## config.mk

```make
export PLATFORM = sky130hd
export DESIGN_NAME = dcache_lookup
export DESIGN_NICKNAME = d
export VERILOG_FILES = /design/src/common/dcache_pkg.sv /design/src/dcache/dcache_lookup.sv
export SDC_FILE = /design/constraint.sdc
export NUM_CORES = 1
export LEC_CHECK = 0
export BUFFER_PORTS_ARGS = -buffer_cell sky130_fd_sc_hd__buf_2
export CAP_MARGIN = 25
export CORE_AREA = 2 2 110 112
export DETAILED_ROUTE_END_ITERATION = 16
export DIE_AREA = 0 0 112 114
export PLACE_DENSITY = 0.51
export SLEW_MARGIN = 20
export SYNTH_ARGS = -nofsm -noshare
export SYNTH_HDL_FRONTEND = slang
export SYNTH_SLANG_ARGS = --single-unit
```

## constraint.sdc

```tcl
create_clock -name i_clk -period 5 [get_ports i_clk]
set_input_delay 1 -clock i_clk [delete_from_list [all_inputs] [get_ports i_clk]]
set_output_delay 1 -clock i_clk [all_outputs]
set_load 0.01 [all_outputs]
```

## src/common/dcache_pkg.sv

```systemverilog
package dcache_pkg;

    localparam int ADDR_W   = 24;
    localparam int WORD_W   = 16;
    localparam int TAG_W    = 16;
    localparam int IDX_W    = 6;
    localparam int OFF_W    = 2;
    localparam int NUM_WAYS = 2;
    localparam int NUM_SETS = 64;
    localparam int LINE_W   = WORD_W << OFF_W;   // Four words per line

    localparam logic [ADDR_W-1:0] FIRST_PAGE = 24'h000800;

    typedef logic [ADDR_W-1:0]           addr_t;
    typedef logic [WORD_W-1:0]           word_t;
    typedef logic [1:0]                  sel_t;
    typedef logic [TAG_W-1:0]            tag_t;
    typedef logic [IDX_W-1:0]            idx_t;
    typedef logic [OFF_W-1:0]            off_t;
    typedef logic [LINE_W-1:0]           line_t;
    typedef logic [$clog2(NUM_WAYS)-1:0] way_t;

    // The word at offset 0 sits in the low bits of line
    typedef struct packed {
        tag_t  tag;
        line_t line;
        logic  dirty;
        logic  valid;
    } entry_t;

    typedef struct packed {
        addr_t addr;
        word_t wdata;
        sel_t  sel;
        logic  we;
        logic  cache_en;
    } cache_req_t;

    typedef struct packed {
        logic  cyc;
        logic  stb;
        logic  we;
        addr_t adr;
        word_t dat;
        sel_t  sel;
        logic  burst;
    } wb_req_t;

    typedef enum logic [2:0] {
        ST_IDLE,
        ST_LOOKUP,
        ST_FILL,
        ST_EVICT,
        ST_WR_WAIT,
        ST_WR_UPDATE,
        ST_UNCACHED
    } ctrl_state_t;

endpackage

```

## src/dcache/dcache_lookup.sv

```systemverilog
`timescale 1ns/1ps

module dcache_lookup (
    input  logic               i_clk,
    input  logic               i_rst,
    input  dcache_pkg::addr_t  i_addr,
    input  dcache_pkg::entry_t i_way0,
    input  dcache_pkg::entry_t i_way1,
    input  logic               i_latch_hit,
    input  logic               i_latch_victim,
    output logic               o_hit,
    output logic               o_victim_dirty,
    output dcache_pkg::way_t   o_way,
    output dcache_pkg::entry_t o_way_entry,
    output dcache_pkg::idx_t   o_idx
);
    dcache_pkg::tag_t                  req_tag;
    logic [dcache_pkg::NUM_WAYS-1:0]   way_hit;
    dcache_pkg::way_t                  hit_way;
    dcache_pkg::way_t                  victim_way;
    dcache_pkg::way_t                  prev_way;
    dcache_pkg::way_t                  cur_way;

    assign req_tag = i_addr[dcache_pkg::ADDR_W-1 -: dcache_pkg::TAG_W];
    assign o_idx   = i_addr[dcache_pkg::OFF_W +: dcache_pkg::IDX_W];

    assign way_hit[0] = i_way0.valid && (i_way0.tag == req_tag);
    assign way_hit[1] = i_way1.valid && (i_way1.tag == req_tag);
    assign o_hit      = |way_hit;
    assign hit_way    = !way_hit[0];   // Only meaningful together with o_hit

    assign o_victim_dirty = i_way0.valid && i_way0.dirty && i_way1.valid && i_way1.dirty;

    always_comb begin
        if (!i_way0.valid)      victim_way = 1'b0;
        else if (!i_way1.valid) victim_way = 1'b1;
        else if (!i_way0.dirty) victim_way = 1'b0;
        else if (!i_way1.dirty) victim_way = 1'b1;
        else                    victim_way = !prev_way;   // Both dirty, alternate
    end

    always_ff @(posedge i_clk) begin
        if (i_rst) begin
            o_way    <= '0;
            prev_way <= '0;
        end else if (i_latch_hit) begin
            o_way <= hit_way;
        end else if (i_latch_victim) begin
            o_way    <= victim_way;
            prev_way <= victim_way;
        end
    end

    // A read hit returns in the lookup cycle, before the way is registered
    assign cur_way     = i_latch_hit ? hit_way : o_way;
    assign o_way_entry = cur_way ? i_way1 : i_way0;

endmodule

```

# Word-level counts from Yosys, hierarchy flattened
# Index checks and enable logic that the tools add are counted.
# totals
register_bits	2
in_bits	192
out_inout_bits	91
wordCells	23
# op_classes
n_eq_ne	2
mux	8
n_bitwise	1
reduce_logical	10
# ops
cell	count
$mux 82	1
$eq 16x16->1	2
$mux 1	7
$logic_and 1x1->1	5
$logic_not 1->1	2
$reduce_and 2->1	1
$reduce_bool 2->1	1
$reduce_or 2->1	1
$not 1->1	1

# Longest topological paths before layout
# depth
depth_word	7
depth_mapped	6
depth_no_buf	5

# Worst setup path before layout
# OpenSTA, ideal clock, no wires.
# synth_timing
kind	in2out
from	input i_addr[10]
to	output o_way_entry[10] (netlist bit)
t_arrival_ps	2484
required_ps	4000
path_slack_ps	1516
cell_stages	6
path_buffers	1
cell_sequence	nor2b_1 -> a2111o_1 -> nor3_2 -> a31oi_2 -> buf_2 -> mux2_1
# synth_rtl
item	line	text
start: declaration	dcache_lookup.sv:6	input dcache_pkg::addr_t i_addr,
end: declaration	dcache_lookup.sv:14	output dcache_pkg::entry_t o_way_entry,

==> results.json <==
{
  "cts_setup_buffers": 0,
  "slew-limit-headroom_pct": 63.7,
  "cts_hold_buf": 0,
  "rsz0062_at_grt": "no",
  "period_needed_ps": 4070,
  "synth_warnings": 0,
  "crit_type": "in -> out",
  "grt_pass1_vias": 2288,
  "pre_cts_ws_ps": 853,
  "multiInputGateArea_um2": 1400,
  "drv_slew": 0,
  "ctsResizeCount": 0,
  "clock-sinks": 2,
  "viasPerCell": 4.06,
  "drt_iter0_markers": 30,
  "layout-drive-gt1-share_pct": 65.7,
  "cp_slowest_cell": "a2111o_1",
  "insertedDiodeCount": 0,
  "critPathLaunchType": "input port",
  "wl_per_cell_um": 14.3,
  "worst_path_largest_cell_delay_ps": 430,
  "place.gp.congestion": 0.730,
  "synth_top_cell_by_area": "mux2_1",
  "fp-row-count": 40,
  "antenna_found_initial": 0,
  "ys_seq_area_share_pct": 2.62,
  "grt_max_degree": 44,
  "cts_buffers": 3,
  "die_area_um2": 12800,
  "dp_hpwl_um": 7510,
  "start_util_pct": 13.0,
  "tightestPinTransition_ps": 545,
  "irDropWorstVdd_uv": 64.7,
  "path_buf_inv": 3,
  "grtUsageTotal_pct": 11.5,
  "final_core_util_pct": 26.3,
  "crit_path_end_kind": "primary output",
  "critPathRequiredTime_ps": 4000,
  "hp-class": "reg -> reg",
  "remaining_drc_errors": 0,
  "drv_cap": 0,
  "cts_tree": "done",
  "finalSetupTns_ps": 0,
  "finalSetupViolCount": 0,
  "clockRootBuffer": "clkbuf_16",
  "syn_inst": 163,
  "holdWs_ps": 537,
  "vias": 2317,
  "synth_area_um2": 1530,
  "finalNetCount": 617,
  "power_w": 0.000425,
  "setup_ws_ps": 926,
  "die_height_um": 114,
  "p_leak_nw": 1.60,
  "grt-ovfl-total": 0,
  "syn_nets": 355,
  "postRouteAntennaNets": 0,
  "ys_ff_latch": 2,
  "cp_cell_sequence": "buf_2 > nor2b_1 > a2111o_1 > nor3_2 > a31oi_4 > buf_4 > mux2_1 > buf_2",
  "hold_viol": 0,
  "critical_path.top_delay_family": "buffers and inverters",
  "crit_arrival_ps": 3070,
  "regArea_um2": 40.0,
  "n_fill_cell": 1296,
  "portBuffers": 268,
  "power_density_nw_per_um2": 138,
  "cts_htree_levels": 1,
  "synth.avg_cell_area_um2": 9.37,
  "synth_top_area_share_pct": 59.0,
  "wl_um": 8140,
  "ys_types": 27,
  "cts.clk_slew.worst_paths_ps": 30,
  "clockBufferDepth": 2,
  "cpMostUsedCell": "buf_2",
  "grt_first_pass_wirelength_um": 11600,
  "synthTopCellsByArea": "mux2_1, xnor2_1, buf_4, buf_2, dfxtp_1",
  "syn_to_final_growth_pct": 101,
  "dr.pass1.iters": 4,
  "outcome": "complete, no violations",
  "clock_latency_ps": 220,
  "finalCritPeriodShare_pct": 81.5,
  "die_w_um": 112,
  "io_pins": 283,
  "fin_worst_skew_ps": 0.941,
  "critPathMaxFanout": 43,
  "core_um2": 11700,
  "max_freq_mhz": 245
}
==> cells in the final DEF, fill, tap and decap left out, types with 2 or more instances in the layout <==
master / count
buf_2: 268
buf_4: 3
clkbuf_16: 3
dfxtp_1: 2
inv_1: 3
mux2_1: 80
mux2_2: 2
nand2_1: 3
nand2b_1: 2
nand3_1: 3
nand4_1: 4
nor2_1: 2
nor2b_1: 4
nor3_1: 2
nor4_1: 3
xnor2_1: 27
==> kinds of logic after synthesis <==
family	count (synthesis)	synth area share, %
AO/OA/AOI/OAI	7	4.10
XOR/XNOR	28	16.1
buffers and inverters	17	6.31
flip-flops	2	2.62
multiplexers	83	61.1
AND/OR/NAND/NOR	26	9.83
==> metrics by stage <==
| stage | instance area (um2) | std cells |
|---|---|---|
| 2_1_floorplan | 1530 | 163 |
| 3_3_place_gp | 3000 | 567 |
| 3_5_place_dp | 3000 | 567 |
| 4_1_cts | 3070 | 570 |
| 5_1_grt | 3070 | 570 |
| 6_report | 3070 | 570 |
==> state kept, by name, summed over array words and instances, names as in the netlist <==
signal and cells:
o_way 1, prev_way 1
==> cell usage after synthesis, drive strengths merged <==
| cell type | n |
|---|---|
| xor2 | 1 |
| and3 | 1 |
| nor2b | 4 |
| nand4 | 4 |
| nand2b | 2 |
| a32o | 1 |
| a2111o | 1 |
| dfxtp | 2 |
| o221ai | 1 |
| nand3 | 3 |
| nor2 | 2 |
| and4 | 1 |
| o21ai | 1 |
| nor3 | 3 |
| a21boi | 1 |
| inv | 3 |
| mux2 | 82 |
| buf | 14 |
| xnor2 | 27 |
| a211oi | 1 |
| nor4 | 3 |
| nand2 | 3 |
| a31oi | 1 |
| mux2i | 1 |
==> cell type report <==
class | instances | share of cell area [%]
well taps | 147 | 5.98
multi-input cells | 144 | 45.5
repair buffers | 271 | 44.4
clock buffers | 3 | 2.44
flip-flops and latches | 2 | 1.30
inverters | 3 | 0.366
==> worst register-to-register path: stages, from the launching register on <==
cell      delay, ps
dfxtp_1         340
nand2_1          60
nand2_1          50
a21boi_0        120
a211oi_1        290
nor3_1           70
==> worst paths after layout <==
check / start / end / slack [ps] / depth (start not counted)
worst max-delay path: i_addr[10] / o_way_entry[52] / 930 / 8
worst max register to register: prev_way / o_way / 3950 / 5
worst min-delay path: prev_way / prev_way / 540 / 2
worst min register to register: prev_way / prev_way / 540 / 2
==> per-layer routing <==
layer	GRT usage, %	wire [um]
met3	2.13	776
met2	22.1	4110
met5	0	0
met1	13.3	3170
met4	2.60	78
==> power by group <==
group / internal, W / leakage, nW / switching [W] / total [W]
Sequential: 0.0000171 / 0.0165 / 0.000000667 / 0.0000177
Clock: 0.000102 / 0.0370 / 0.0000194 / 0.000121
Combinational: 0.000150 / 1.54 / 0.000136 / 0.000286
Total: 0.000269 / 1.60 / 0.000156 / 0.000425
Note: power is estimated with default switching activity, not from simulation.
