**src/common/dcache_pkg.sv**
```systemverilog
package dcache_pkg;

    localparam int ADDR_W   = 24;
    localparam int WORD_W   = 16;
    localparam int TAG_W    = 16;
    localparam int IDX_W    = 6;
    localparam int OFF_W    = 2;
    localparam int NUM_WAYS = 2;
    localparam int NUM_SETS = 64;
    localparam int LINE_W   = WORD_W << OFF_W;   // Four words per line

    localparam logic [ADDR_W-1:0] FIRST_PAGE = 24'h000800;

    typedef logic [ADDR_W-1:0]           addr_t;
    typedef logic [WORD_W-1:0]           word_t;
    typedef logic [1:0]                  sel_t;
    typedef logic [TAG_W-1:0]            tag_t;
    typedef logic [IDX_W-1:0]            idx_t;
    typedef logic [OFF_W-1:0]            off_t;
    typedef logic [LINE_W-1:0]           line_t;
    typedef logic [$clog2(NUM_WAYS)-1:0] way_t;

    // The word at offset 0 sits in the low bits of line
    typedef struct packed {
        tag_t  tag;
        line_t line;
        logic  dirty;
        logic  valid;
    } entry_t;

    typedef struct packed {
        addr_t addr;
        word_t wdata;
        sel_t  sel;
        logic  we;
        logic  cache_en;
    } cache_req_t;

    typedef struct packed {
        logic  cyc;
        logic  stb;
        logic  we;
        addr_t adr;
        word_t dat;
        sel_t  sel;
        logic  burst;
    } wb_req_t;

    typedef enum logic [2:0] {
        ST_IDLE,
        ST_LOOKUP,
        ST_FILL,
        ST_EVICT,
        ST_WR_WAIT,
        ST_WR_UPDATE,
        ST_UNCACHED
    } ctrl_state_t;

endpackage

```
**src/dcache/dcache_merge.sv**
```systemverilog
`timescale 1ns/1ps

module dcache_merge (
    input  dcache_pkg::cache_req_t  i_cmd,
    input  dcache_pkg::ctrl_state_t i_state,
    input  dcache_pkg::entry_t      i_hit_entry,
    input  dcache_pkg::line_t       i_line,
    input  dcache_pkg::word_t       i_wb_dat,
    input  dcache_pkg::off_t        i_beat,
    output dcache_pkg::word_t       o_rdata,
    output dcache_pkg::word_t       o_wb_dat,
    output dcache_pkg::entry_t      o_entry
);
    dcache_pkg::off_t   req_off;
    dcache_pkg::line_t  fill_line;
    dcache_pkg::line_t  upd_line;
    dcache_pkg::word_t  evict_word;
    logic               in_fill;

    assign req_off = i_cmd.addr[dcache_pkg::OFF_W-1:0];
    assign in_fill = i_state == dcache_pkg::ST_FILL;

    // On the last fill beat the top word is still on the bus
    assign fill_line = {i_wb_dat, i_line[3*dcache_pkg::WORD_W-1:0]};

    always_comb begin
        if (!i_cmd.cache_en) begin
            o_rdata = i_wb_dat;
        end else if (in_fill) begin
            o_rdata = fill_line[req_off * dcache_pkg::WORD_W +: dcache_pkg::WORD_W];
        end else begin
            o_rdata = i_hit_entry.line[req_off * dcache_pkg::WORD_W +: dcache_pkg::WORD_W];
        end
    end

    assign evict_word = i_hit_entry.line[i_beat * dcache_pkg::WORD_W +: dcache_pkg::WORD_W];
    assign o_wb_dat   = i_cmd.cache_en ? evict_word : i_cmd.wdata;

    always_comb begin
        upd_line = i_hit_entry.line;
        if (i_cmd.sel[0]) upd_line[req_off * dcache_pkg::WORD_W +: 8]     = i_cmd.wdata[7:0];
        if (i_cmd.sel[1]) upd_line[req_off * dcache_pkg::WORD_W + 8 +: 8] = i_cmd.wdata[15:8];
    end

    always_comb begin
        if (in_fill) begin
            o_entry.tag   = i_cmd.addr[dcache_pkg::ADDR_W-1 -: dcache_pkg::TAG_W];
            o_entry.line  = fill_line;
            o_entry.dirty = 1'b0;
        end else begin
            o_entry.tag   = i_hit_entry.tag;
            o_entry.line  = upd_line;
            o_entry.dirty = 1'b1;
        end
        o_entry.valid = 1'b1;
    end

endmodule

```
**config.mk**
```make
export PLATFORM = sky130hd
export DESIGN_NAME = dcache_merge
export DESIGN_NICKNAME = d
export VERILOG_FILES = /design/src/common/dcache_pkg.sv /design/src/dcache/dcache_merge.sv
export SDC_FILE = /design/constraint.sdc
export NUM_CORES = 1
export LEC_CHECK = 0
export ABC_AREA = 1
export BUFFER_PORTS_ARGS = -buffer_cell sky130_fd_sc_hd__buf_2
export CAP_MARGIN = 20
export CORE_AREA = 2 2 126 128
export DETAILED_ROUTE_END_ITERATION = 12
export DIE_AREA = 0 0 128 130
export GPL_TIMING_DRIVEN = 0
export MAX_ROUTING_LAYER = met4
export PLACE_DENSITY_LB_ADDON = 0.2
export SLEW_MARGIN = 30
export SYNTH_ARGS = -nofsm -noshare
export SYNTH_HDL_FRONTEND = slang
export SYNTH_SLANG_ARGS = --single-unit
```
**constraint.sdc**
```tcl
create_clock -name vclk -period 5.1
set_input_delay 0.765 -clock vclk [all_inputs]
set_output_delay 0.765 -clock vclk [all_outputs]
set_load 0.02 [all_outputs]
```
# ---- After elaboration in Yosys (flattened, before gate mapping)
# Cells that the tools add are included.
dict set report classes {
  addsub 3
  eq_ne 1
  shift 7
  mux 8
}
# op n
set ops {}
lappend ops {{$shiftx A64 B7 Y16} 3}
lappend ops {{$bwmux W64} 2}
lappend ops {{$mux W64} 2}
lappend ops {{$shift A8 B34 Y64 const A} 2}
lappend ops {{$shiftx A8 B34 Y64} 2}
lappend ops {{$mux W81} 1}
lappend ops {{$mux W16} 3}
lappend ops {{$neg A6 Y34} 1}
lappend ops {{$neg A7 Y34} 1}
lappend ops {{$add A6 B4 Y7 const B} 1}
lappend ops {{$eq A3 B2 Y1 const B} 1}
dict set report word_totals {
  regBits 0
  input_bits 211
  output_inout_bits 114
  wordCells 19
}

# ---- Longest topological paths before layout
# Gate-level depths: netlist (run 1).
dict set report depth {
  ltp_word 7
  mapped_depth 10
  mapped_depth_nobuf 9
}

# ---- Worst setup path after synthesis (run 1)
# Ideal clock, no wire load.
dict set report synth_path {
  kind {input to output}
  start {input port i_cmd[21] (netlist bit)}
  end {output port o_entry[19] (netlist bit)}
  arrival_time_ns 2.364
  required_ns 4.335
  slack_ns 1.971
  cell_stages 8
  n_path_buf 2
  path_cell_list {buf_2 > inv_2 > buf_2 > ha_1 > inv_1 > nor3_2 > nand2_1 > o221ai_1}
}
# item line
set synth_lines {}
lappend synth_lines {{start, declared} dcache_merge.sv:4} ;# input dcache_pkg::cache_req_t i_cmd,
lappend synth_lines {{end, declared} dcache_merge.sv:12} ;# output dcache_pkg::entry_t o_entry

==> flow_metrics.tcl, run 1 <==
set metrics [dict create \
    n_clock_buffer 0 \
    setup_violations 0 \
    core_mm2 0.0154 \
    num_vias 6537 \
    grt_max_degree 13 \
    route.detailed.drc 0 \
    rsz0062_at_grt "no" \
    stdcell_count 1191 \
    drive_gt1_frac 0.347 \
    place_inst 1188 \
    p_seq_frac 0 \
    layout.nets 1215 \
    synthesis.nets 916 \
    first_global_vias 5964 \
    dieArea_mm2 0.0166 \
    pre_cts_slack_ns 1.13 \
    ys_warn_count 0 \
    finalHoldViolations 0 \
    worst_pin_slew_ns 0.701 \
    antenna_found_initial 3 \
    critPathKind "in2out" \
    synth_largest_area_cell "nand2_1" \
    n_sequential_cell 0 \
    syn_area_per_cell_um2 5.01 \
    required_ns 4.34 \
    die_y_um 130 \
    p_comb_frac 1.000 \
    cts.repair.resized 0 \
    hpwl_mm 22.0 \
    critPathMostFrequentCell "buf_2" \
    p_clk_frac 0 \
    drt-wirelength-per-cell_um 21.8 \
    finalPower_mw 0.621 \
    p_leak_nw 2.82 \
    fin_util 0.339 \
    switching_share 0.664 \
    yosysSeqAreaShare 0 \
    timing.final.ws_setup_ns 1.08 \
    fin_tns_setup_ns 0 \
    start_util 0.227 \
    first_pass_iters 5 \
    cts_hold_buf 0 \
    synthDistinctLibCells 24 \
    drtAntennaViolNets 0 \
    slew_violations 0 \
    layout_common_cells "buf_2 (312), nand2_1 (253), nand3_1 (129), nor2_1 (53), nand4_1 (50)" \
    status "completed" \
    first_iter_violations 853 \
    syn_area_mm2 0.00350 \
    die_width_um 128 \
    endpoint_kind "output port" \
    layout_commonest_cell "buf_2" \
    max_clock_freq_mhz 249 \
    crit_arrival_ns 3.26 \
    relSlewSlack 0.533 \
    min_period_over_period 0.788 \
    drt_wl_total_mm 26.0 \
    grt_overflow_total 0 \
    irDropWorstVdd_v 0.0000480 \
    cellPowerDensity_mw_per_mm2 119 \
    viasPerCell 5.49 \
    cpMaxStageDelayCell "nor2_2" \
    period_needed_ns 4.02 \
    area_delta_synth_final_pct 49.6 \
    regArea_um2 0 \
    io_buffers 297 \
    crit_fanout 12 \
    num_io_pins 325 \
    gp_congestion 1.00 \
    switching_power_mw 0.413 \
    hp-class "in2out" \
    syn_inst 699 \
    synth_area_leaders "nand2_1 (27%), nand3_1 (18%), o221ai_1 (9.8%)" \
    p_int_mw 0.208 \
    grt_pass1_wl_mm 36.2 \
    grt_usage 0.297 \
    fill_cells 1835 \
    startpoint_type "input port" \
    critPathBufInv 6 \
    slowest_delay_ns 0.39 \
    crit_chain "buf_2 -> buf_2 -> inv_2 -> buf_2 -> ha_1 -> nand2_1 -> clkinv_1 -> nand4_1 -> nor2_2 -> nand2_1 -> o211ai_1 -> buf_2" \
    std_cell_rows 46 \
    post_cts_buffers 0 \
    yosys.area.top_type_share 0.271 \
    multi_input_area_mm2 0.00307 \
    path_delay_family "buffers and inverters" \
    drv_cap 0 \
]
[layer usage]
metal,up-vias,global-route usage,part of all wire
li1,3101,-,-
met1,2966,0.405,0.42
met2,416,0.471,0.45
met3,54,0.0349,0.092
met4,0,0.0711,0.030
met5,-,-,0
[logic make-up after synthesis]
kind of cell,Yosys count,share of synthesized area
simple gates,492,0.621
buf+inv,83,0.123
fa+ha+maj,6,0.0215
other cells,1,0.00107
compound gates,117,0.233
[path summary, 6_finish.rpt]
check / start / endpoint / slack, ns / depth (start not counted)
max: i_cmd[21] / o_entry[3] / 1.08 / 12
min: i_cmd[34] / o_entry[72] / 1.84 / 4
[through the flow]
stage          hold WS [ns]  instance area, um2
3_5_place_dp           1.84                5230
6_report               1.84                5230
2_1_floorplan          1.70                3500
3_3_place_gp           1.83                5230
5_1_grt                1.86                5230
4_1_cts                1.84                5230
[final cells by class]
type | count | area share
Inverter | 25 | 0.0179
Tap cell | 192 | 0.0459
Multi-Input combinational cell | 616 | 0.586
Buffer | 58 | 0.0645
Antenna cell | 3 | 0.00143
Timing Repair Buffer | 297 | 0.284
[worst min-delay path, stage by stage]
cell and delay (ns):
buf_2 0.07, nand2_1 0.04, nand2_1 0.04, buf_2 0.15
[Yosys cell counts, types with 5 or more instances]
cell type,instances
nand2_1,253
nand3_1,129
nor2_1,53
nand4_1,50
o221ai_1,39
o21ai_0,37
o211ai_1,25
clkbuf_1,18
buf_4,17
buf_2,15
inv_1,15
o22ai_1,12
ha_1,6
buf_6,5
clkinv_1,5
inv_2,5
[power by group through the flow]
stage / logic (mW) / clock network [mW] / registers (mW)
after global routing: 0.661 / 0.0000000787 / 0
final: 0.621 / 0.0000000787 / 0
after detailed placement: 0.608 / 0 / 0
after floorplan: 0.340 / 0 / 0
after CTS: 0.610 / 0 / 0
after global placement: 0.610 / 0 / 0
Power figures use the tool's default switching activity.
==> inputs of run 2 (changes only) <==
ABC_AREA = 0   (was 1)
CORE_AREA = 2 2 125 127   (was 2 2 126 128)
DIE_AREA = 0 0 127 129   (was 0 0 128 130)
clock period = 4.13 ns   (was 5.1 ns; I/O delays follow)
==> run 2 against run 1 <==
Synthesized cell count fell by 38%. Power grew 15%. Global-route usage fell by 4.8 points. Routed wire length shrank 18%.
==> flow_metrics.tcl, run 2 <==
set metrics [dict create \
    route.detailed.drc 0 \
    hold_depth 4 \
    switching_power_mw 0.422 \
    die_width_um 127 \
    finalHoldViolations 0 \
    p_seq_frac 0 \
    start_util 0.222 \
    p_leak_nw 2.77 \
    p_clk_frac 0 \
    synthesis.nets 650 \
    ys_warn_count 0 \
    yosys.area.top_type_share 0.142 \
    grt_usage 0.250 \
    layout.nets 957 \
    required_ns 3.51 \
    syn_area_mm2 0.00332 \
    n_sequential_cell 0 \
    grt_pass1_wl_mm 30.1 \
    irDropWorstVdd_v 0.0000502 \
    max_clock_freq_mhz 250 \
    cellPowerDensity_mw_per_mm2 138 \
    drive_gt1_frac 0.507 \
    synth_area_leaders "mux4_2 (14%), nand2_1 (9.6%), mux4_1 (8.7%)" \
    critPathKind "in2out" \
    startpoint_type "input port" \
    synthDistinctLibCells 44 \
    synth_common_cells "nand2_1 (85), inv_1 (26), a22o_1 (24)" \
    p_int_mw 0.292 \
    p_comb_frac 1.000 \
    drt_wl_total_mm 21.4 \
    worstHoldEndpoint "o_entry[66]" \
    crit_arrival_ns 3.37 \
    status "completed" \
    yosysMostFrequentCell "nand2_1" \
    drv_cap 0 \
    hold_start "i_cmd[28]" \
    syn_area_per_cell_um2 7.67 \
    yosysSeqAreaShare 0 \
    hpwl_mm 16.4 \
    first_pass_iters 5 \
    n_clock_buffer 0 \
    num_io_pins 325 \
    grt_max_degree 13 \
    gp_congestion 0.838 \
    relSlewSlack 0.359 \
    grt_overflow_total 0 \
    rsz0062_at_grt "no" \
    slew_violations 0 \
    std_cell_rows 45 \
    layout_commonest_cell "buf_2" \
    min_period_over_period 0.967 \
    first_iter_violations 478 \
    viasPerCell 5.55 \
    hp-class "in2out" \
    io_buffers 297 \
    core_mm2 0.0150 \
    fin_tns_setup_ns 0 \
    layout_common_cells "buf_2 (304), nand2_1 (85), inv_1 (26), a22o_1 (24), mux4_2 (21)" \
    worst_pin_slew_ns 0.962 \
    syn_inst 433 \
    antenna_found_initial 2 \
    regArea_um2 0 \
    drt-wirelength-per-cell_um 23.0 \
    period_needed_ns 3.99 \
    setup_violations 0 \
    crit_fanout 12 \
    die_y_um 129 \
    drtAntennaViolNets 0 \
    endpoint_kind "output port" \
    dieArea_mm2 0.0164 \
    switching_share 0.591 \
    finalPower_mw 0.714 \
    num_vias 5144 \
    synth_largest_area_cell "mux4_2" \
    whs_ns 1.54 \
    area_delta_synth_final_pct 55.6 \
    first_global_vias 5003 \
]
run 2: worst max-delay path by stage:
stage	startpoint	end	cells past startpoint
global placement	i_cmd[20]	o_entry[6]	11
finish	i_cmd[20]	o_entry[35]	10
detailed placement	i_cmd[20]	o_entry[6]	12
CTS	i_cmd[20]	o_entry[38]	10
global route	i_cmd[20]	o_entry[35]	10
floorplan	i_cmd[20]	o_entry[2]	9
run 2: per-stage QoR:
stage | cell area (um2) | worst slack, ns | utilization | std cells
5_1_grt | 5170 | 0.0291 | 0.345 | 927
6_report | 5170 | 0.137 | 0.345 | 927
2_1_floorplan | 3320 | 0.940 | - | 433
3_3_place_gp | 5040 | -1.10 | 0.337 | 918
3_5_place_dp | 5090 | -0.303 | 0.340 | 919
4_1_cts | 5140 | 0.0181 | 0.343 | 924
run 2: layout make-up:
type,count,area [um2]
diodes,1,2.50
plain buffers,34,234
fillers,1693,9810
inverters,27,101
multi-input cells,372,3050
well taps,188,235
repair buffers,305,1550
run 2: layer usage:
metal | track usage | routed length, um
met1 | 0.305 | 8440
met2 | 0.449 | 10700
met3 | 0.0295 | 1800
met4 | 0.0452 | 367
met5 | - | 0
run 2: kinds of logic (layout without fill, tap and decap cells):
logic type,Yosys count,in the layout,share of synthesized area
and+or+nand+nor,167,167,0.251
AOI/OAI and AO/OA,150,150,0.342
buffers and inverters,61,366,0.0995
muxes,48,48,0.284
adders and majority gates,6,6,0.0226
other,1,2,0.00113
run 2: repair_timing:
item,4_1_cts,5_1_grt
pin swaps,1,1
hold buffers,0,0
setup endpoints to repair,33,27
endpoints found under the hold margin,0,0
setup buffers,5,2
resized for setup,3,2
run 2: power groups by stage:
stage	Clock, mW	Sequential, mW	Combinational, mW
2_1_floorplan	0	0	0.399
3_3_place_gp	0	0	0.705
3_5_place_dp	0	0	0.706
4_1_cts	0	0	0.712
5_1_grt	0.0000000324	0	0.759
6_report	0.0000000324	0	0.714
run 2: critical path, stage by stage:
cell and delay (ns):
buf_2 0.14, buf_2 0.28, inv_1 0.20, clkbuf_4 0.28, buf_4 0.25, ha_1 0.29
a21oi_1 0.79, a22oi_1 0.19, o21ai_0 0.14, buf_2 0.19
==> inputs of run 3 (changes only) <==
CELL_PAD_IN_SITES_DETAIL_PLACEMENT = 0   (was not set)
CELL_PAD_IN_SITES_GLOBAL_PLACEMENT = 2   (was not set)
CORE_AREA = not set   (was 2 2 125 127)
CORE_MARGIN = 2   (was not set)
CORE_UTILIZATION = 18   (was not set)
DIE_AREA = not set   (was 0 0 127 129)
==> run 3 against run 2 <==
Die area grew 19%. Cell count up 4.3%. Core utilization shrank 5.4 points. Routed wire length up 7.6%. Sequential cell count unchanged. Count of clock-buffer cells in the layout stayed put. Via count fell by 1.5%. Worst hold slack gained 0.0061 ns. Critical endpoint is now o_entry[42]. Largest cell class unchanged. Highest routed layer unchanged.
==> flow_metrics.tcl, run 3 (same netlist as run 2, synthesis figures left out) <==
set metrics [dict create \
    finalHoldViolations 0 \
    grt_usage 0.225 \
    multi_input_area_mm2 0.00306 \
    layout.nets 956 \
    endpoint_kind "output port" \
    layout_common_cells "buf_2 (305), nand2_1 (85), inv_1 (26), a22o_1 (24), mux4_2 (21)" \
    cts_hold_buf 0 \
    period_needed_ns 3.96 \
    hpwl_mm 17.7 \
    switching_power_mw 0.430 \
    p_comb_frac 1.000 \
    antenna_found_initial 1 \
    first_global_vias 5219 \
    fill_cells 2047 \
    p_seq_frac 0 \
    std_cell_rows 49 \
    max_clock_freq_mhz 253 \
    drive_gt1_frac 0.509 \
    start_util 0.184 \
    p_int_mw 0.293 \
    p_clk_frac 0 \
    cellPowerDensity_mw_per_mm2 138 \
    crit_chain "buf_2 -> buf_2 -> inv_1 -> buf_2 -> buf_4 -> ha_1 -> nand3_1 -> nor3_4 -> a221o_1 -> buf_2" \
    num_vias 5067 \
    irDropWorstVdd_v 0.0000558 \
    die_y_um 140 \
    crit_arrival_ns 3.34 \
    slowest_delay_ns 0.55 \
    hp-class "in2out" \
    critPathKind "in2out" \
    post_dp_cell_area_mm2 0.00514 \
    grt_max_degree 13 \
    grt_pass1_wl_mm 32.7 \
    rsz0062_at_grt "no" \
    viasPerCell 5.24 \
    startpoint_type "input port" \
    area_delta_synth_final_pct 58.0 \
    gp_congestion 0.916 \
    cpMaxStageDelayCell "nor3_4" \
    crit_fanout 12 \
    critPathMostFrequentCell "buf_2" \
    dieArea_mm2 0.0196 \
    switching_share 0.594 \
    pre_cts_slack_ns -0.263 \
    route.detailed.drc 0 \
    fin_tns_setup_ns 0 \
    first_pass_iters 5 \
    relSlewSlack 0.309 \
    first_iter_violations 316 \
    grt_overflow_total 0 \
    hold_start "i_cmd[36]" \
    required_ns 3.51 \
    worst_pin_slew_ns 1.04 \
    slew_violations 0 \
    num_io_pins 325 \
    drv_cap 0 \
    drt_wl_total_mm 23.0 \
    die_width_um 140 \
    p_leak_nw 2.78 \
    n_clock_buffer 0 \
    setup_violations 0 \
    timing.final.ws_setup_ns 0.174 \
    io_buffers 297 \
    drt-wirelength-per-cell_um 23.8 \
    drtAntennaViolNets 0 \
    core_mm2 0.0180 \
    worstHoldEndpoint "o_entry[74]" \
    status "completed" \
    regArea_um2 0 \
    final_cell_area_mm2 0.00525 \
    min_period_over_period 0.958 \
    n_sequential_cell 0 \
    hold_depth 4 \
    layout_commonest_cell "buf_2" \
]
[run 3: power groups by stage]
stage	combinational, mW	clock (mW)	sequential [mW]
finish	0.723	0.0000000324	0
global route	0.770	0.0000000324	0
CTS	0.721	0	0
detailed placement	0.715	0	0
global placement	0.709	0	0
floorplan	0.399	0	0
[run 3: worst max-delay path by stage]
stage / startpoint / to / slack (ns)
5_1_grt: i_cmd[20] / o_entry[45] / 0.11
2_1_floorplan: i_cmd[20] / o_entry[2] / 0.94
3_5_place_dp: i_cmd[20] / o_entry[3] / -0.26
6_report: i_cmd[20] / o_entry[42] / 0.17
4_1_cts: i_cmd[20] / o_entry[24] / 0.08
3_3_place_gp: i_cmd[20] / o_entry[9] / -0.73
[run 3: routing by layer]
metal | global-route usage | vias up | wire length (um)
li1 | - | 2327 | -
met1 | 0.295 | 2479 | 9930
met2 | 0.382 | 243 | 11500
met3 | 0.0268 | 18 | 1350
met4 | 0.0305 | 0 | 197
met5 | - | - | 0
[run 3: worst max-delay path: cells and delay by family]
kind,cells,cell delay (ns)
buffers and inverters,6,1.40
and+or+nand+nor,2,0.71
adders and majority gates,1,0.31
AOI/OAI and AO/OA,1,0.27
[run 3: final cells by class]
| type | instances | share of cell area |
|---|---|---|
| buffer | 34 | 0.0441 |
| timing repair buffer | 304 | 0.299 |
| inverter | 27 | 0.0193 |
| multi-input combinational | 372 | 0.583 |
| tap | 229 | 0.0546 |
| antenna | 1 | 0.000477 |
[run 3: repair_timing]
action                                  CTS  global route
resized for setup                         4             0
pin swaps                                 2             1
endpoints found under the setup margin   34             8
setup buffers                             4             2
[run 3: metrics by stage]
stage	power [mW]	hold WS [ns]	cells	util
finish	0.723	1.55	967	0.291
global route	0.770	1.56	967	0.291
CTS	0.721	1.55	963	0.288
detailed placement	0.715	1.55	959	0.285
global placement	0.709	1.54	959	0.283
floorplan	0.399	1.40	433	-
