$ cat config.mk
export PLATFORM = sky130hd
export DESIGN_NAME = dcache_ctrl
export DESIGN_NICKNAME = d
export VERILOG_FILES = /design/src/common/dcache_pkg.sv /design/src/dcache/dcache_ctrl.sv
export SDC_FILE = /design/constraint.sdc
export NUM_CORES = 1
export LEC_CHECK = 0
export BUFFER_PORTS_ARGS = -buffer_cell sky130_fd_sc_hd__clkbuf_2
export CAP_MARGIN = 0
export CELL_PAD_IN_SITES_DETAIL_PLACEMENT = 1
export CELL_PAD_IN_SITES_GLOBAL_PLACEMENT = 1
export CORE_ASPECT_RATIO = 0.6
export CORE_MARGIN = 1
export CORE_UTILIZATION = 29
export CTS_BUF_LIST = sky130_fd_sc_hd__clkbuf_4 sky130_fd_sc_hd__clkbuf_8
export CTS_CLUSTER_SIZE = 20
export DETAILED_ROUTE_END_ITERATION = 6
export GPL_ROUTABILITY_DRIVEN = 0
export PLACE_DENSITY_LB_ADDON = 0.15
export SLEW_MARGIN = 0
export SYNTH_ARGS = -nofsm -noshare
export SYNTH_HDL_FRONTEND = slang
export SYNTH_SLANG_ARGS = --single-unit
$ cat constraint.sdc
create_clock -name i_clk -period 2 [get_ports i_clk]
set_clock_uncertainty 0.1 [all_clocks]
set_input_delay 0.3 -clock i_clk [delete_from_list [all_inputs] [get_ports i_clk]]
set_output_delay 0.3 -clock i_clk [all_outputs]
set_load 0.1 [all_outputs]
$ cat src/common/dcache_pkg.sv
package dcache_pkg;

    localparam int ADDR_W   = 24;
    localparam int WORD_W   = 16;
    localparam int TAG_W    = 16;
    localparam int IDX_W    = 6;
    localparam int OFF_W    = 2;
    localparam int NUM_WAYS = 2;
    localparam int NUM_SETS = 64;
    localparam int LINE_W   = WORD_W << OFF_W;   // Four words per line

    localparam logic [ADDR_W-1:0] FIRST_PAGE = 24'h000800;

    typedef logic [ADDR_W-1:0]           addr_t;
    typedef logic [WORD_W-1:0]           word_t;
    typedef logic [1:0]                  sel_t;
    typedef logic [TAG_W-1:0]            tag_t;
    typedef logic [IDX_W-1:0]            idx_t;
    typedef logic [OFF_W-1:0]            off_t;
    typedef logic [LINE_W-1:0]           line_t;
    typedef logic [$clog2(NUM_WAYS)-1:0] way_t;

    // The word at offset 0 sits in the low bits of line
    typedef struct packed {
        tag_t  tag;
        line_t line;
        logic  dirty;
        logic  valid;
    } entry_t;

    typedef struct packed {
        addr_t addr;
        word_t wdata;
        sel_t  sel;
        logic  we;
        logic  cache_en;
    } cache_req_t;

    typedef struct packed {
        logic  cyc;
        logic  stb;
        logic  we;
        addr_t adr;
        word_t dat;
        sel_t  sel;
        logic  burst;
    } wb_req_t;

    typedef enum logic [2:0] {
        ST_IDLE,
        ST_LOOKUP,
        ST_FILL,
        ST_EVICT,
        ST_WR_WAIT,
        ST_WR_UPDATE,
        ST_UNCACHED
    } ctrl_state_t;

endpackage

$ cat src/dcache/dcache_ctrl.sv
`timescale 1ns/1ps

module dcache_ctrl (
    input  logic                            i_clk,
    input  logic                            i_rst,
    input  logic                            i_req,
    input  dcache_pkg::cache_req_t          i_cmd,
    input  logic                            i_hit,
    input  logic                            i_victim_dirty,
    input  dcache_pkg::way_t                i_way,
    input  dcache_pkg::entry_t              i_way_entry,
    input  dcache_pkg::word_t               i_wb_dat,
    input  logic                            i_wb_ack,
    output dcache_pkg::ctrl_state_t         o_state,
    output logic                            o_latch_hit,
    output logic                            o_latch_victim,
    output logic                            o_ack,
    output logic                            o_exception,
    output dcache_pkg::off_t                o_beat,
    output dcache_pkg::line_t               o_line,
    output logic [dcache_pkg::NUM_WAYS-1:0] o_we,
    output dcache_pkg::wb_req_t             o_wb
);
    dcache_pkg::ctrl_state_t state;
    dcache_pkg::ctrl_state_t state_nxt;
    dcache_pkg::off_t        beat;
    logic                    illegal;
    logic                    in_lookup;
    logic                    beat_done;
    logic                    burst_end;
    logic                    fill_end;
    logic                    wr_update;

    assign illegal   = i_cmd.addr < dcache_pkg::FIRST_PAGE;
    assign in_lookup = state == dcache_pkg::ST_LOOKUP;
    assign beat_done = o_wb.cyc && o_wb.stb && i_wb_ack;
    assign burst_end = beat_done && (&beat);
    assign fill_end  = (state == dcache_pkg::ST_FILL) && burst_end;
    assign wr_update = state == dcache_pkg::ST_WR_UPDATE;

    always_comb begin
        state_nxt = state;
        case (state)
            dcache_pkg::ST_IDLE: begin
                if (i_req && !illegal) begin
                    state_nxt = i_cmd.cache_en ? dcache_pkg::ST_LOOKUP : dcache_pkg::ST_UNCACHED;
                end
            end
            dcache_pkg::ST_LOOKUP: begin
                if (i_hit) begin
                    state_nxt = i_cmd.we ? dcache_pkg::ST_WR_UPDATE : dcache_pkg::ST_IDLE;
                end else begin
                    state_nxt = i_victim_dirty ? dcache_pkg::ST_EVICT : dcache_pkg::ST_FILL;
                end
            end
            dcache_pkg::ST_EVICT: begin
                if (burst_end) state_nxt = dcache_pkg::ST_FILL;
            end
            dcache_pkg::ST_FILL: begin
                if (burst_end) begin
                    // A write miss waits one cycle so the RAM shows the filled line
                    state_nxt = i_cmd.we ? dcache_pkg::ST_WR_WAIT : dcache_pkg::ST_IDLE;
                end
            end
            dcache_pkg::ST_WR_WAIT:   state_nxt = dcache_pkg::ST_WR_UPDATE;
            dcache_pkg::ST_WR_UPDATE: state_nxt = dcache_pkg::ST_IDLE;
            dcache_pkg::ST_UNCACHED: begin
                if (beat_done) state_nxt = dcache_pkg::ST_IDLE;
            end
            default: state_nxt = dcache_pkg::ST_IDLE;
        endcase
    end

    always_ff @(posedge i_clk) begin
        if (i_rst) begin
            state <= dcache_pkg::ST_IDLE;
            beat  <= '0;
        end else begin
            state <= state_nxt;
            if (beat_done && (state != dcache_pkg::ST_UNCACHED)) begin
                beat <= beat + 1'b1;   // Wraps to zero after the fourth beat
            end
        end
    end

    // On the last beat the merge stage reads the word from the bus instead
    always_ff @(posedge i_clk) begin
        if ((state == dcache_pkg::ST_FILL) && beat_done) begin
            o_line[beat * dcache_pkg::WORD_W +: dcache_pkg::WORD_W] <= i_wb_dat;
        end
    end

    always_comb begin
        o_we        = '0;
        o_we[i_way] = fill_end || wr_update;
    end

    always_comb begin
        o_wb.cyc = (state == dcache_pkg::ST_EVICT) || (state == dcache_pkg::ST_FILL) ||
                   (state == dcache_pkg::ST_UNCACHED);
        o_wb.stb = o_wb.cyc;
        o_wb.we  = (state == dcache_pkg::ST_EVICT) ||
                   ((state == dcache_pkg::ST_UNCACHED) && i_cmd.we);
        if (state == dcache_pkg::ST_UNCACHED) begin
            o_wb.adr = i_cmd.addr;
        end else if (state == dcache_pkg::ST_EVICT) begin
            o_wb.adr = {i_way_entry.tag, i_cmd.addr[dcache_pkg::OFF_W +: dcache_pkg::IDX_W], beat};
        end else begin
            o_wb.adr = {i_cmd.addr[dcache_pkg::ADDR_W-1:dcache_pkg::OFF_W], beat};
        end
        o_wb.dat   = '0;   // Write data is supplied by the merge stage
        o_wb.sel   = i_cmd.cache_en ? 2'b11 : i_cmd.sel;
        o_wb.burst = i_cmd.cache_en;
    end

    assign o_ack = (in_lookup && i_hit && !i_cmd.we) || (fill_end && !i_cmd.we) || wr_update ||
                   ((state == dcache_pkg::ST_UNCACHED) && beat_done);

    assign o_exception    = (state == dcache_pkg::ST_IDLE) && i_req && illegal;
    assign o_latch_hit    = in_lookup && i_hit;
    assign o_latch_victim = in_lookup && !i_hit;
    assign o_state        = state;
    assign o_beat         = beat;

endmodule

Yosys cells after proc, flatten, opt, wreduce, memory -nomap -nowiden
Index checks and enable logic that the tools add are counted.
{"block": "word_totals", "word_cells": 66, "reg_bits": 69}
{"block": "op_classes", "n_mux": 16, "shifts": 2, "addsub": 2, "n_eq_ne": 11, "magnitude_cmp": 3, "reduce_logical": 28, "n_bitwise": 1}
{"op": "$bwmux W64", "count": 1}
{"op": "$shift A16 B34 Y64 const A", "count": 1}
{"op": "$shiftx A16 B34 Y64", "count": 1}
{"op": "$mux W24", "count": 2}
{"op": "$neg A6 Y34", "count": 1}
{"op": "$lt A24 B12 Y1 const B", "count": 1}
{"op": "$mux W3", "count": 8}
{"op": "$pmux W3 S6", "count": 1}
{"op": "$logic_and A1 B1 Y1", "count": 15}
{"op": "$eq A3 B3 Y1 const B", "count": 3}
{"op": "$ne A2 B2 Y1 const B", "count": 4}
{"op": "$logic_or A1 B1 Y1", "count": 7}
{"op": "$eq A3 B2 Y1 const B", "count": 2}
{"op": "$reduce_and A4 Y1", "count": 1}
{"op": "$eq A3 B1 Y1 const B", "count": 1}
{"op": "$logic_not A1 Y1", "count": 3}
{"op": "$logic_not A3 Y1", "count": 1}
{"op": "$ne A3 B3 Y1 const B", "count": 1}
{"op": "$add A2 B1 Y2 const B", "count": 1}
{"op": "$and A2 B2 Y2", "count": 1}
{"op": "$lt A1 B2 Y1 const B", "count": 1}
{"op": "$mux W1", "count": 2}
{"op": "$mux W2", "count": 1}
{"op": "$reduce_and A2 Y1", "count": 1}
{"op": "other kinds (2)", "count": 2}

Depth between registers and ports, before layout
Gate-level depths: netlist of the first run.
{"block": "logic_depth", "ltp_word": 10, "mapped_depth": 5, "ltp_nobuf": 5}

Worst setup path before layout of the first run
No wires, ideal clock.
{"block": "synth_timing", "kind": "reg-to-output", "from": "register state[1], in the netlist o_state[1]", "to": "output port o_wb[45] in the netlist's numbering", "path_stages_with_launch": 4, "slack_ns": -2.432, "path_buffers": 2, "arrival_ns": 4.032, "cell_sequence": "dfxtp_1 > buf_6 > a21boi_0 > buf_4"}
{"item": "from (decl)", "line_no": "dcache_ctrl.sv:24", "rtl": "dcache_pkg::ctrl_state_t state;"}
{"item": "from (signal assigned)", "line_no": "dcache_ctrl.sv:76", "rtl": "state <= dcache_pkg::ST_IDLE;"}
{"item": "from (signal assigned)", "line_no": "dcache_ctrl.sv:79", "rtl": "state <= state_nxt;"}
{"item": "to (decl)", "line_no": "dcache_ctrl.sv:22", "rtl": "output dcache_pkg::wb_req_t o_wb"}

Final worst setup path of the first run
{"block": "layout_timing", "from": "register state[0], in the netlist o_state[0]", "to": "output port o_ack"}
{"block": "layout_between", "elab_chain_len": 10, "elab_cells_between_ends": 17}
{"item": "$eq A3 B2 Y1, on equally long branches", "line_no": "dcache_ctrl.sv:99, dcache_ctrl.sv:38"}
{"item": "$logic_or A1 B1 Y1 (2 in a row)", "line_no": "dcache_ctrl.sv:99", "rtl": "o_wb.cyc = (state == dcache_pkg::ST_EVICT) || (state == dcache_pkg::ST_FILL) ||"}
{"item": "$logic_and A1 B1 Y1", "line_no": "dcache_ctrl.sv:36", "rtl": "assign beat_done = o_wb.cyc && o_wb.stb && i_wb_ack;"}
{"item": "$logic_and A1 B1 Y1", "line_no": "dcache_ctrl.sv:37", "rtl": "assign burst_end = beat_done && (&beat);"}
{"item": "$logic_and A1 B1 Y1", "line_no": "dcache_ctrl.sv:38", "rtl": "assign fill_end = (state == dcache_pkg::ST_FILL) && burst_end;"}
{"item": "$logic_and A1 B1 Y1", "line_no": "dcache_ctrl.sv:116", "rtl": "assign o_ack = (in_lookup && i_hit && !i_cmd.we) || (fill_end && !i_cmd.we) || wr_update ||"}
{"item": "$logic_or A1 B1 Y1 (2 in a row)", "line_no": "dcache_ctrl.sv:116"}
{"item": "$logic_or A1 B1 Y1 (*)", "line_no": "dcache_ctrl.sv:116"}
{"item": "to (decl)", "line_no": "dcache_ctrl.sv:17", "rtl": "output logic o_ack,"}
Every way passes the cells marked *; elsewhere a longest branch is shown, timed or not.

==> results.py, run 1 <==
metrics = {
    "critical_path": {
        "cp-start-kind": "flop",
        "cp-startpoint": "o_state[0]",
        "endpoint_kind": "output pin",
        "cp_data_arrival_time_ns": 1.59,
        "crit_required_ns": 1.60,
        "path_max_fanout": 6,
        "critical_path_class": "flop to output pin",
        "r2r_start": "o_beat[1]",
    },
    "hold_path": {
        "hold_path.class": "input port to flop",
        "hold_start": "i_rst",
    },
    "synth": {
        "syn_area_um2": 3337,
        "synth_top_area_cell": "edfxtp_1",
        "synthCells": 254,
        "ys_async_sr_fraction_pct": 0,
        "ys_seq_area_share_pct": 60.59,
        "yosysWarnings": 0,
        "synthFlopType": "edfxtp_1",
        "syn_area_per_cell_um2": 13.14,
        "yosysTopAreaCellShare_pct": 57.59,
        "synth.area.top_cells": "edfxtp_1, and2_1, buf_4",
        "synth-edff-count": 64,
        "synth-seq-cells": 69,
        "synthDistinctLibCells": 40,
    },
    "global_routing": {
        "grt_pass1_vias": 2628,
        "grt_usage_pct": 17.25,
        "grt_max_degree": 17,
        "grt.overflow.total": 0,
        "grt_pass1_wl_um": 14900,
        "antenna_found_initial": 0,
    },
    "floorplan": {
        "die_w_um": 140.5,
        "placementRows": 29,
        "die_area_um2": 11950,
        "start_util_pct": 30.66,
        "design.portCount": 270,
        "die_height_um": 85.09,
        "core_um2": 10890,
    },
    "pwr": {
        "p_leak_nw": 2.433,
        "vdd_ir_drop_max_mv": 0.5957,
        "internal-power_mw": 3.153,
        "seqPwrFrac_pct": 31.3,
        "clkPwrFrac_pct": 19.6,
        "p_per_area_nw_per_um2": 1089,
        "switching_share_pct": 44.45,
        "p_switching_mw": 2.523,
        "p_comb_share_pct": 49.1,
    },
    "run": {
        "maxCapViolCount": 0,
    },
    "timing": {
        "min_period_ns": 1.994,
        "finalCritPeriodShare_pct": 99.71,
        "tns_ns": 0,
        "postLayoutSetupSlackWorst_ns": 0.005890,
        "finalHoldViolCount": 0,
        "rsz0062_at_grt": "true",
        "hold_slack_ns": 0.1244,
        "max_freq_mhz": 501.5,
        "tightest_slew_ns": 0.5827,
        "slew_headroom_pct": 61.03,
        "setup_viol": 0,
        "slew_viol_final": 0,
    },
    "final_layout": {
        "fin_util_pct": 47.90,
        "n_fill_cell": 1173,
        "area_delta_synth_final_pct": 56.24,
        "num_antenna_cells": 0,
        "final_cells": 581,
        "drive_above_1_share_pct": 57.69,
        "final_nets": 591,
    },
    "placed_design": {
        "numPortBuffers": 159,
        "dp_slack_ns": -0.1729,
        "place_inst": 551,
        "dpl.hpwl_um": 7620,
    },
    "clock_network": {
        "clock-root-buffer": "clkbuf_8",
        "clk_latency_ns": 0.34,
        "cts_tree": "done",
        "ctsHoldBuffers": 0,
        "numCtsBuffers": 9,
        "cts_sinks": 69,
        "cts_buffer_depth": 2,
        "h-tree-depth": 3,
        "clk_pin_slew_ns": 0.07,
    },
    "route": {
        "wl_per_cell_um": 17.50,
        "drt_wl_total_um": 10170,
        "dr_total_vias": 2568,
        "dr.pass1.iters": 4,
        "drc": 0,
        "viasPerCell": 4.420,
        "drtIter0Drc": 76,
        "drt.antenna.violating_nets": 0,
    },
    "outcome": {
        "outcome": "finished, final reports clean",
    },
}
[state kept, by name (all words and copies together), names as in the netlist]
name / flops
o_beat: 2
o_line: 64
o_state: 3
[layout by cell type (no fill, tap or decap), types with 2 or more instances in the layout]
| cell | Yosys | final |
|---|---|---|
| nor3_4 | 0 | 3 |
| nor2_4 | 0 | 3 |
| clkinv_1 | 0 | 2 |
| clkbuf_4 | 0 | 2 |
| dfxtp_4 | 0 | 5 |
| buf_4 | 25 | 24 |
| buf_6 | 1 | 3 |
| inv_1 | 3 | 3 |
| or2_2 | 2 | 2 |
| a21oi_4 | 0 | 2 |
| nand4_1 | 2 | 2 |
| edfxtp_1 | 64 | 64 |
| buf_12 | 0 | 27 |
| clkbuf_2 | 0 | 134 |
| o21ai_1 | 2 | 2 |
| nor3b_4 | 0 | 2 |
| clkbuf_8 | 0 | 9 |
| nor2_1 | 9 | 6 |
| mux2_4 | 0 | 18 |
| conb_1 | 1 | 16 |
| ha_1 | 5 | 4 |
| and2_1 | 69 | 67 |
| o21ai_4 | 0 | 2 |
| nand2_1 | 4 | 3 |
| a21oi_1 | 6 | 4 |
[critical path, stage by stage, from the launching register on]
cell and delay (ns):
dfxtp_4 0.38, and4bb_2 0.30, and2_4 0.19, a21oi_4 0.04
o21ai_4 0.14, buf_12 0.19
[cells in the mapped netlist (2+ instances only)]
| cell | instances |
|---|---|
| dfxtp_1 | 5 |
| and2_1 | 69 |
| o21ai_0 | 3 |
| nor4_1 | 2 |
| a21oi_1 | 6 |
| nor2_1 | 9 |
| or2_2 | 2 |
| nor3_1 | 3 |
| nand2_1 | 4 |
| nor3b_2 | 3 |
| nor2b_1 | 2 |
| and2b_1 | 2 |
| mux2_1 | 8 |
| inv_1 | 3 |
| clkbuf_1 | 2 |
| ha_1 | 5 |
| buf_4 | 25 |
| o21ai_1 | 2 |
| edfxtp_1 | 64 |
| buf_2 | 4 |
| nand4_1 | 2 |
| mux2_2 | 11 |
[power groups by stage]
stage | Combinational [mW] | Clock [mW] | Sequential [mW]
floorplan | 1.52 | 0 | 2.29
global placement | 2.52 | 0 | 1.82
detailed placement | 2.55 | 0 | 1.83
CTS | 2.73 | 1.13 | 1.77
global route | 2.91 | 1.19 | 1.79
finish | 2.79 | 1.11 | 1.78
[per-layer routing]
metal | GRT usage (%) | share of wire (%) | routed length [um] | up-vias
met3 | 4.797 | 5.9 | 603 | 15
met5 | 0 | 0 | 0 | -
li1 | - | - | - | 1215
met2 | 26.68 | 45 | 4581 | 95
met4 | 3.063 | 0.75 | 76 | 0
met1 | 24.42 | 48 | 4904 | 1243
[layout make-up]
cell class | instances | area (um2) | area share (%)
Clock inverter | 5 | 51.30 | 0.9839
Multi-Input combinational cell | 164 | 1354 | 25.97
Inverter | 4 | 15.01 | 0.2880
Timing Repair Buffer | 189 | 1440 | 27.62
Tap cell | 139 | 173.9 | 3.336
Clock buffer | 11 | 138.9 | 2.664
Sequential cell | 69 | 2041 | 39.14
[path summary, 6_finish.rpt]
check	cells after the start	slack (ns)	endpoint
max reg2reg	4	0.23	o_line[56]
min reg2reg	3	0.56	o_state[0]
min	2	0.12	o_beat[0]
max	5	0.006	o_ack
[through the flow]
stage / total power [mW] / instance area, um2
after floorplan: 3.812 / 3550
after global placement: 4.341 / 4765
after detailed placement: 4.380 / 4765
after CTS: 5.630 / 5085
after global routing: 5.887 / 5214
final: 5.676 / 5214
[cells by family after synthesis]
logic type	share of synthesized area, %
AOI/OAI and AO/OA	3.225
muxes	6.712
xor gates and xnor gates	0.2625
DFF	60.59
and+or+nand+nor	19.98
adders and majority gates	1.875
other	0.1124
buffers and inverters	7.237
[what timing repair did]
item,CTS,global route
setup buffers,8,6
setup endpoints to repair,62,51
resized for setup,12,16
pin swaps,4,2
Note: power is estimated with default switching activity, not from simulation.
==> inputs of run 2 (changes only) <==
--- a/config.mk
+++ b/config.mk
@@ -5,16 +5,16 @@
 export SDC_FILE = /design/constraint.sdc
 export NUM_CORES = 1
 export LEC_CHECK = 0
-export BUFFER_PORTS_ARGS = -buffer_cell sky130_fd_sc_hd__clkbuf_2
 export CAP_MARGIN = 0
 export CELL_PAD_IN_SITES_DETAIL_PLACEMENT = 1
 export CELL_PAD_IN_SITES_GLOBAL_PLACEMENT = 1
 export CORE_ASPECT_RATIO = 0.6
 export CORE_MARGIN = 1
-export CORE_UTILIZATION = 29
+export CORE_UTILIZATION = 31
 export CTS_BUF_LIST = sky130_fd_sc_hd__clkbuf_4 sky130_fd_sc_hd__clkbuf_8
 export CTS_CLUSTER_SIZE = 20
 export DETAILED_ROUTE_END_ITERATION = 6
+export DONT_BUFFER_PORTS = 1
 export GPL_ROUTABILITY_DRIVEN = 0
 export PLACE_DENSITY_LB_ADDON = 0.15
 export SLEW_MARGIN = 0
==> run 2 against run 1 <==
Effect of this change:
- the flow now finishes with violations (negative setup slack)
- clock power up 22%
- die area down 6.3%
- routed wire length down 3.5%
- setup slack worse by 0.037 ns
- final cell count down 13%
- maximum frequency down 1.8%
==> results.py, run 2 (synthesized netlist as in run 1, its figures left out) <==
metrics = {
    "final_layout": {
        "final_cell_mix": "buf_4, and2_1, edfxtp_1",
        "largest_reg_flops": 64,
        "drive_above_1_share_pct": 49.05,
        "n_fill_cell": 1047,
        "num_antenna_cells": 0,
        "final_nets": 518,
        "top_register": "o_line",
        "final_cells": 504,
        "regArea_um2": 2041,
        "layout_commonest_cell": "buf_4",
        "area_delta_synth_final_pct": 49.42,
        "multi_input_area_um2": 1351,
    },
    "global_routing": {
        "grt_usage_pct": 17.67,
        "grt_pass1_vias": 2381,
        "grt_pass1_wl_um": 13890,
        "grt_max_degree": 17,
        "antenna_found_initial": 0,
        "grt.overflow.total": 0,
    },
    "critical_path": {
        "cpPeakStageDelay_ns": 0.37,
        "reg2reg_setup_slack_ns": 0.20,
        "critical_path_class": "flop to output pin",
        "crit_family": "simple AND/OR/NAND/NOR gates",
        "crit_buf_inv": 1,
        "endpoint_kind": "output pin",
        "critPathSlowestCell": "dfxtp_4",
        "path_cells": "and4bb_2, and2_4, a21oi_4, nor2b_4, buf_12",
        "cp_data_arrival_time_ns": 1.63,
        "r2r_end": "o_line[17]",
        "path_depth": 5,
        "crit_required_ns": 1.60,
        "r2r_cells": 4,
        "r2r_start": "o_beat[1]",
        "path_max_fanout": 5,
        "cp-start-kind": "flop",
    },
    "clock_network": {
        "clock-root-buffer": "clkbuf_8",
        "clk_pin_slew_ns": 0.07,
        "clk_latency_ns": 0.35,
        "h-tree-depth": 3,
        "cts_sinks": 69,
        "numCtsBuffers": 9,
        "cts_buffer_depth": 2,
        "cts_tree": "done",
    },
    "route": {
        "drtIter0Drc": 87,
        "drt.antenna.violating_nets": 0,
        "dr.pass1.iters": 3,
        "viasPerCell": 4.534,
        "dr_total_vias": 2285,
        "drt_wl_total_um": 9811,
        "wl_per_cell_um": 19.47,
        "drc": 0,
    },
    "pwr": {
        "p_leak_nw": 2.172,
        "p_per_area_nw_per_um2": 1164,
        "vdd_ir_drop_max_mv": 0.5681,
        "p_switching_mw": 2.484,
        "clkPwrFrac_pct": 23.3,
        "internal-power_mw": 3.321,
        "p_comb_share_pct": 46.3,
        "switching_share_pct": 42.78,
        "seqPwrFrac_pct": 30.5,
    },
    "timing": {
        "tightest_slew_ns": 0.6266,
        "finalCritPeriodShare_pct": 101.6,
        "slew_viol_final": 0,
        "slew_headroom_pct": 58.18,
        "finalHoldViolCount": 0,
        "tns_ns": -0.07659,
        "setup_viol": 3,
        "min_period_ns": 2.031,
        "postLayoutSetupSlackWorst_ns": -0.03149,
        "rsz0062_at_grt": "true",
        "max_freq_mhz": 492.3,
    },
    "floorplan": {
        "start_util_pct": 32.84,
        "placementRows": 28,
        "core_um2": 10160,
        "die_w_um": 135.9,
        "die_height_um": 82.37,
        "design.portCount": 270,
        "die_area_um2": 11200,
    },
    "placed_design": {
        "numPortBuffers": 0,
        "dpl.hpwl_um": 7090,
        "dp_slack_ns": -0.1227,
        "place_inst": 472,
    },
    "hold_path": {
        "whs_endpoint": "o_state[2]",
        "hold_path_depth": 2,
        "hold_path.class": "input port to flop",
        "hold_start": "i_rst",
    },
    "outcome": {
        "failed_checks": "negative setup slack",
        "outcome": "complete, but fails checks",
    },
    "run": {
        "maxCapViolCount": 0,
    },
}
-- run 2: cell types whose count changed in the layout (fill, tap and decap cells not counted), sizes merged --
| cell | delta |
|---|---|
| bufinv | +2 |
| buf | +58 |
| clkbuf | -135 |
| dlygate4sd3 | +2 |
-- run 2: worst max-delay path by stage --
stage / endpoint / startpoint / slack, ns
after detailed placement: o_line[36] / o_beat[1] / -0.12
after floorplan: o_ack / o_state[1] / -0.10
after global placement: o_line[42] / o_beat[1] / -0.10
after global routing: o_we[1] / o_beat[1] / -0.09
final: o_we[1] / o_state[0] / -0.03
after CTS: o_we[1] / o_beat[1] / -0.06
-- run 2: power groups by stage --
stage / clock, mW / combinational, mW / sequential [mW]
after floorplan: 0 / 1.52 / 2.29
after global placement: 0 / 2.45 / 1.80
after detailed placement: 0 / 2.47 / 1.81
after CTS: 1.39 / 2.62 / 1.77
after global routing: 1.43 / 2.80 / 1.78
final: 1.35 / 2.69 / 1.77
-- run 2: stage by stage --
stage          hold slack (ns)  cell area, um2  power, mW  utilization [%]
2_1_floorplan           0.2627            3550      3.812                -
3_3_place_gp            0.2660            4469      4.255            43.99
3_5_place_dp            0.2687            4469      4.278            43.99
4_1_cts                0.02186            4888      5.773            48.12
5_1_grt                0.02345            4986      6.010            49.08
6_report               0.03880            4986      5.805            49.08
-- run 2: routing by layer --
layer  track usage [%]  routed length (um)  vias to the layer above
met5                 0                   0                        -
met4             5.111                 223                        0
met3             7.937                 842                       14
met2             28.52                4490                       95
met1             21.43                4255                     1110
li1                  -                   -                     1066
-- run 2: final cells by class --
cell class	instances	area share (%)
inverters	4	0.3011
flip-flops and latches	69	40.93
repair buffers	116	23.51
clock buffers	9	2.484
clock inverters	7	2.284
well taps	135	3.388
multi-input cells	164	27.10
-- run 2: worst reg2reg max path, cell delays in order, from the launching register on --
cell     delay [ns]
dfxtp_4        0.36
inv_1          0.06
ha_1           0.35
nor3b_4        0.58
and2_1         0.23
-- run 2: timing repair --
action                                 in CTS  in global routing
pin swaps                                   5                  5
endpoints found under the hold margin       3                  0
gates cloned                                0                  1
hold buffers                                2                  0
resized for setup                          17                  8
setup endpoints to repair                  55                 20
setup buffers                               9                  4
==> inputs of run 3 (changes only) <==
--- a/config.mk
+++ b/config.mk
@@ -6,8 +6,8 @@
 export NUM_CORES = 1
 export LEC_CHECK = 0
 export CAP_MARGIN = 0
-export CELL_PAD_IN_SITES_DETAIL_PLACEMENT = 1
-export CELL_PAD_IN_SITES_GLOBAL_PLACEMENT = 1
+export CELL_PAD_IN_SITES_DETAIL_PLACEMENT = 0
+export CELL_PAD_IN_SITES_GLOBAL_PLACEMENT = 2
 export CORE_ASPECT_RATIO = 0.6
 export CORE_MARGIN = 1
 export CORE_UTILIZATION = 31
==> run 3 against run 2 <==
Effect of this change:
- the run still ends with negative setup slack left
- flip-flop and latch count stayed put
- register-to-register slack worse by 0.08 ns
- utilization is 0.47 points lower
- critical endpoint unchanged
- largest power group unchanged
==> results.py, run 3 (synthesized netlist as in run 1, its figures left out) <==
metrics = {
    "route": {
        "drc": 0,
        "drt.antenna.violating_nets": 0,
        "dr.pass1.iters": 4,
        "drtIter0Drc": 85,
        "drt_wl_total_um": 9494,
        "viasPerCell": 4.477,
        "dr_total_vias": 2279,
        "wl_per_cell_um": 18.65,
    },
    "pwr": {
        "power_mw": 5.477,
        "p_leak_nw": 2.146,
        "p_comb_share_pct": 49.9,
        "vdd_ir_drop_max_mv": 0.6519,
        "seqPwrFrac_pct": 32.5,
        "clkPwrFrac_pct": 17.6,
        "p_per_area_nw_per_um2": 1109,
        "internal-power_mw": 3.030,
        "p_switching_mw": 2.447,
        "switching_share_pct": 44.68,
    },
    "outcome": {
        "outcome": "complete, but fails checks",
        "failed_checks": "negative setup slack",
    },
    "global_routing": {
        "grt_pass1_wl_um": 13660,
        "grt.overflow.total": 0,
        "grt_usage_pct": 17.63,
        "grt_max_degree": 17,
        "antenna_found_initial": 0,
        "grt_pass1_vias": 2269,
    },
    "final_layout": {
        "top_register": "o_line",
        "num_antenna_cells": 0,
        "n_fill_cell": 923,
        "largest_reg_flops": 64,
        "fin_area_um2": 4938,
        "area_delta_synth_final_pct": 47.99,
        "final_nets": 524,
        "final_cells": 509,
        "final_cell_mix": "buf_4, and2_1, edfxtp_1",
        "drive_above_1_share_pct": 49.20,
        "layout_commonest_cell": "buf_4",
    },
    "timing": {
        "min_period_ns": 2.007,
        "max_freq_mhz": 498.2,
        "tightest_slew_ns": 0.6710,
        "setup_viol": 3,
        "slew_headroom_pct": 55.22,
        "finalCritPeriodShare_pct": 100.4,
        "rsz0062_at_grt": "true",
        "finalHoldViolCount": 0,
        "postLayoutSetupSlackWorst_ns": -0.007155,
        "slew_viol_final": 0,
    },
    "floorplan": {
        "die_area_um2": 11200,
        "placementRows": 28,
        "die_w_um": 135.9,
        "design.portCount": 270,
        "start_util_pct": 32.84,
        "core_um2": 10160,
        "die_height_um": 82.37,
    },
    "clock_network": {
        "cts_buffer_depth": 2,
        "numCtsBuffers": 9,
        "clk_latency_ns": 0.34,
        "h-tree-depth": 3,
        "cts_sinks": 69,
        "cts_tree": "done",
        "clock-root-buffer": "clkbuf_8",
        "clk_pin_slew_ns": 0.07,
    },
    "critical_path": {
        "crit_required_ns": 1.60,
        "cp_data_arrival_time_ns": 1.61,
        "r2r_start": "o_beat[0]",
        "endpoint_kind": "output pin",
        "path_max_fanout": 6,
        "critical_path_class": "flop to output pin",
        "cp-start-kind": "flop",
        "cp-startpoint": "o_beat[0]",
    },
    "hold_path": {
        "hold_path.class": "input port to flop",
        "hold_start": "i_rst",
    },
    "placed_design": {
        "place_inst": 471,
        "numPortBuffers": 0,
        "dpl.hpwl_um": 6639,
        "dpl_cell_area_um2": 4462,
    },
    "run": {
        "maxCapViolCount": 0,
    },
}
run 3: cell types whose count changed in the layout (fill, tap and decap cells not counted), moves of 2 or more:
cell | before | now
buf_4 | 90 | 92
mux2_2 | 1 | 8
buf_6 | 1 | 3
clkbuf_4 | 0 | 3
mux2_4 | 18 | 11
bufinv_16 | 3 | 0
run 3: final timing paths:
kind,endpoint,slack [ns],depth (start not counted)
setup / recovery,o_we[1],-0.007,6
hold / removal,o_state[2],0.05,2
setup reg to reg,o_line[40],0.12,5
hold reg to reg,o_beat[1],0.66,3
run 3: layout make-up:
cell class	instances	area, um2	area share [%]
clock buffer	12	146.4	2.964
clock inverter	3	13.76	0.2787
inverter	4	15.01	0.3040
multi-input combinational	165	1345	27.24
sequential	69	2041	41.32
tap	135	168.9	3.420
timing repair buffer	121	1209	24.47
run 3: layer usage:
| layer | global-route usage [%] | up-vias | part of all wire [%] |
|---|---|---|---|
| li1 | - | 1080 | - |
| met1 | 22.77 | 1091 | 46 |
| met2 | 26.12 | 100 | 44 |
| met3 | 9.096 | 8 | 10 |
| met4 | 4.111 | 0 | 0.65 |
| met5 | 0 | - | 0 |
run 3: power groups by stage:
stage	clock network, mW	registers [mW]	logic (mW)
floorplan	0	2.29	1.52
global placement	0	1.85	2.37
detailed placement	0	1.86	2.39
CTS	0.999	1.79	2.64
global route	1.06	1.79	2.85
finish	0.963	1.78	2.73
run 3: worst max-delay path, stage by stage, from the launching register on:
cell	delay (ns)
dfxtp_4	0.35
buf_12	0.17
ha_4	0.17
and2_4	0.16
a21oi_4	0.18
nor2b_4	0.06
buf_12	0.16
run 3: metrics by stage:
| stage | hold WS [ns] | TNS, ns | util (%) | setup slack (ns) |
|---|---|---|---|---|
| finish | 0.04775 | -0.02087 | 48.61 | -0.007155 |
| global route | 0.02202 | -0.7367 | 48.61 | -0.09806 |
| CTS | 0.02325 | -0.1315 | 47.84 | -0.04483 |
| detailed placement | 0.2738 | -1.492 | 43.92 | -0.1249 |
| global placement | 0.2682 | -0.8812 | 43.92 | -0.06130 |
| floorplan | 0.2627 | -0.2996 | - | -0.1048 |
run 3: repair_timing:
action | CTS | global route
pin swaps | 5 | 4
hold buffers | 2 | 0
setup buffers | 15 | 5
gates cloned | 1 | 0
endpoints found under the setup margin | 37 | 12
endpoints found under the hold margin | 3 | 0
gates resized for setup | 17 | 5
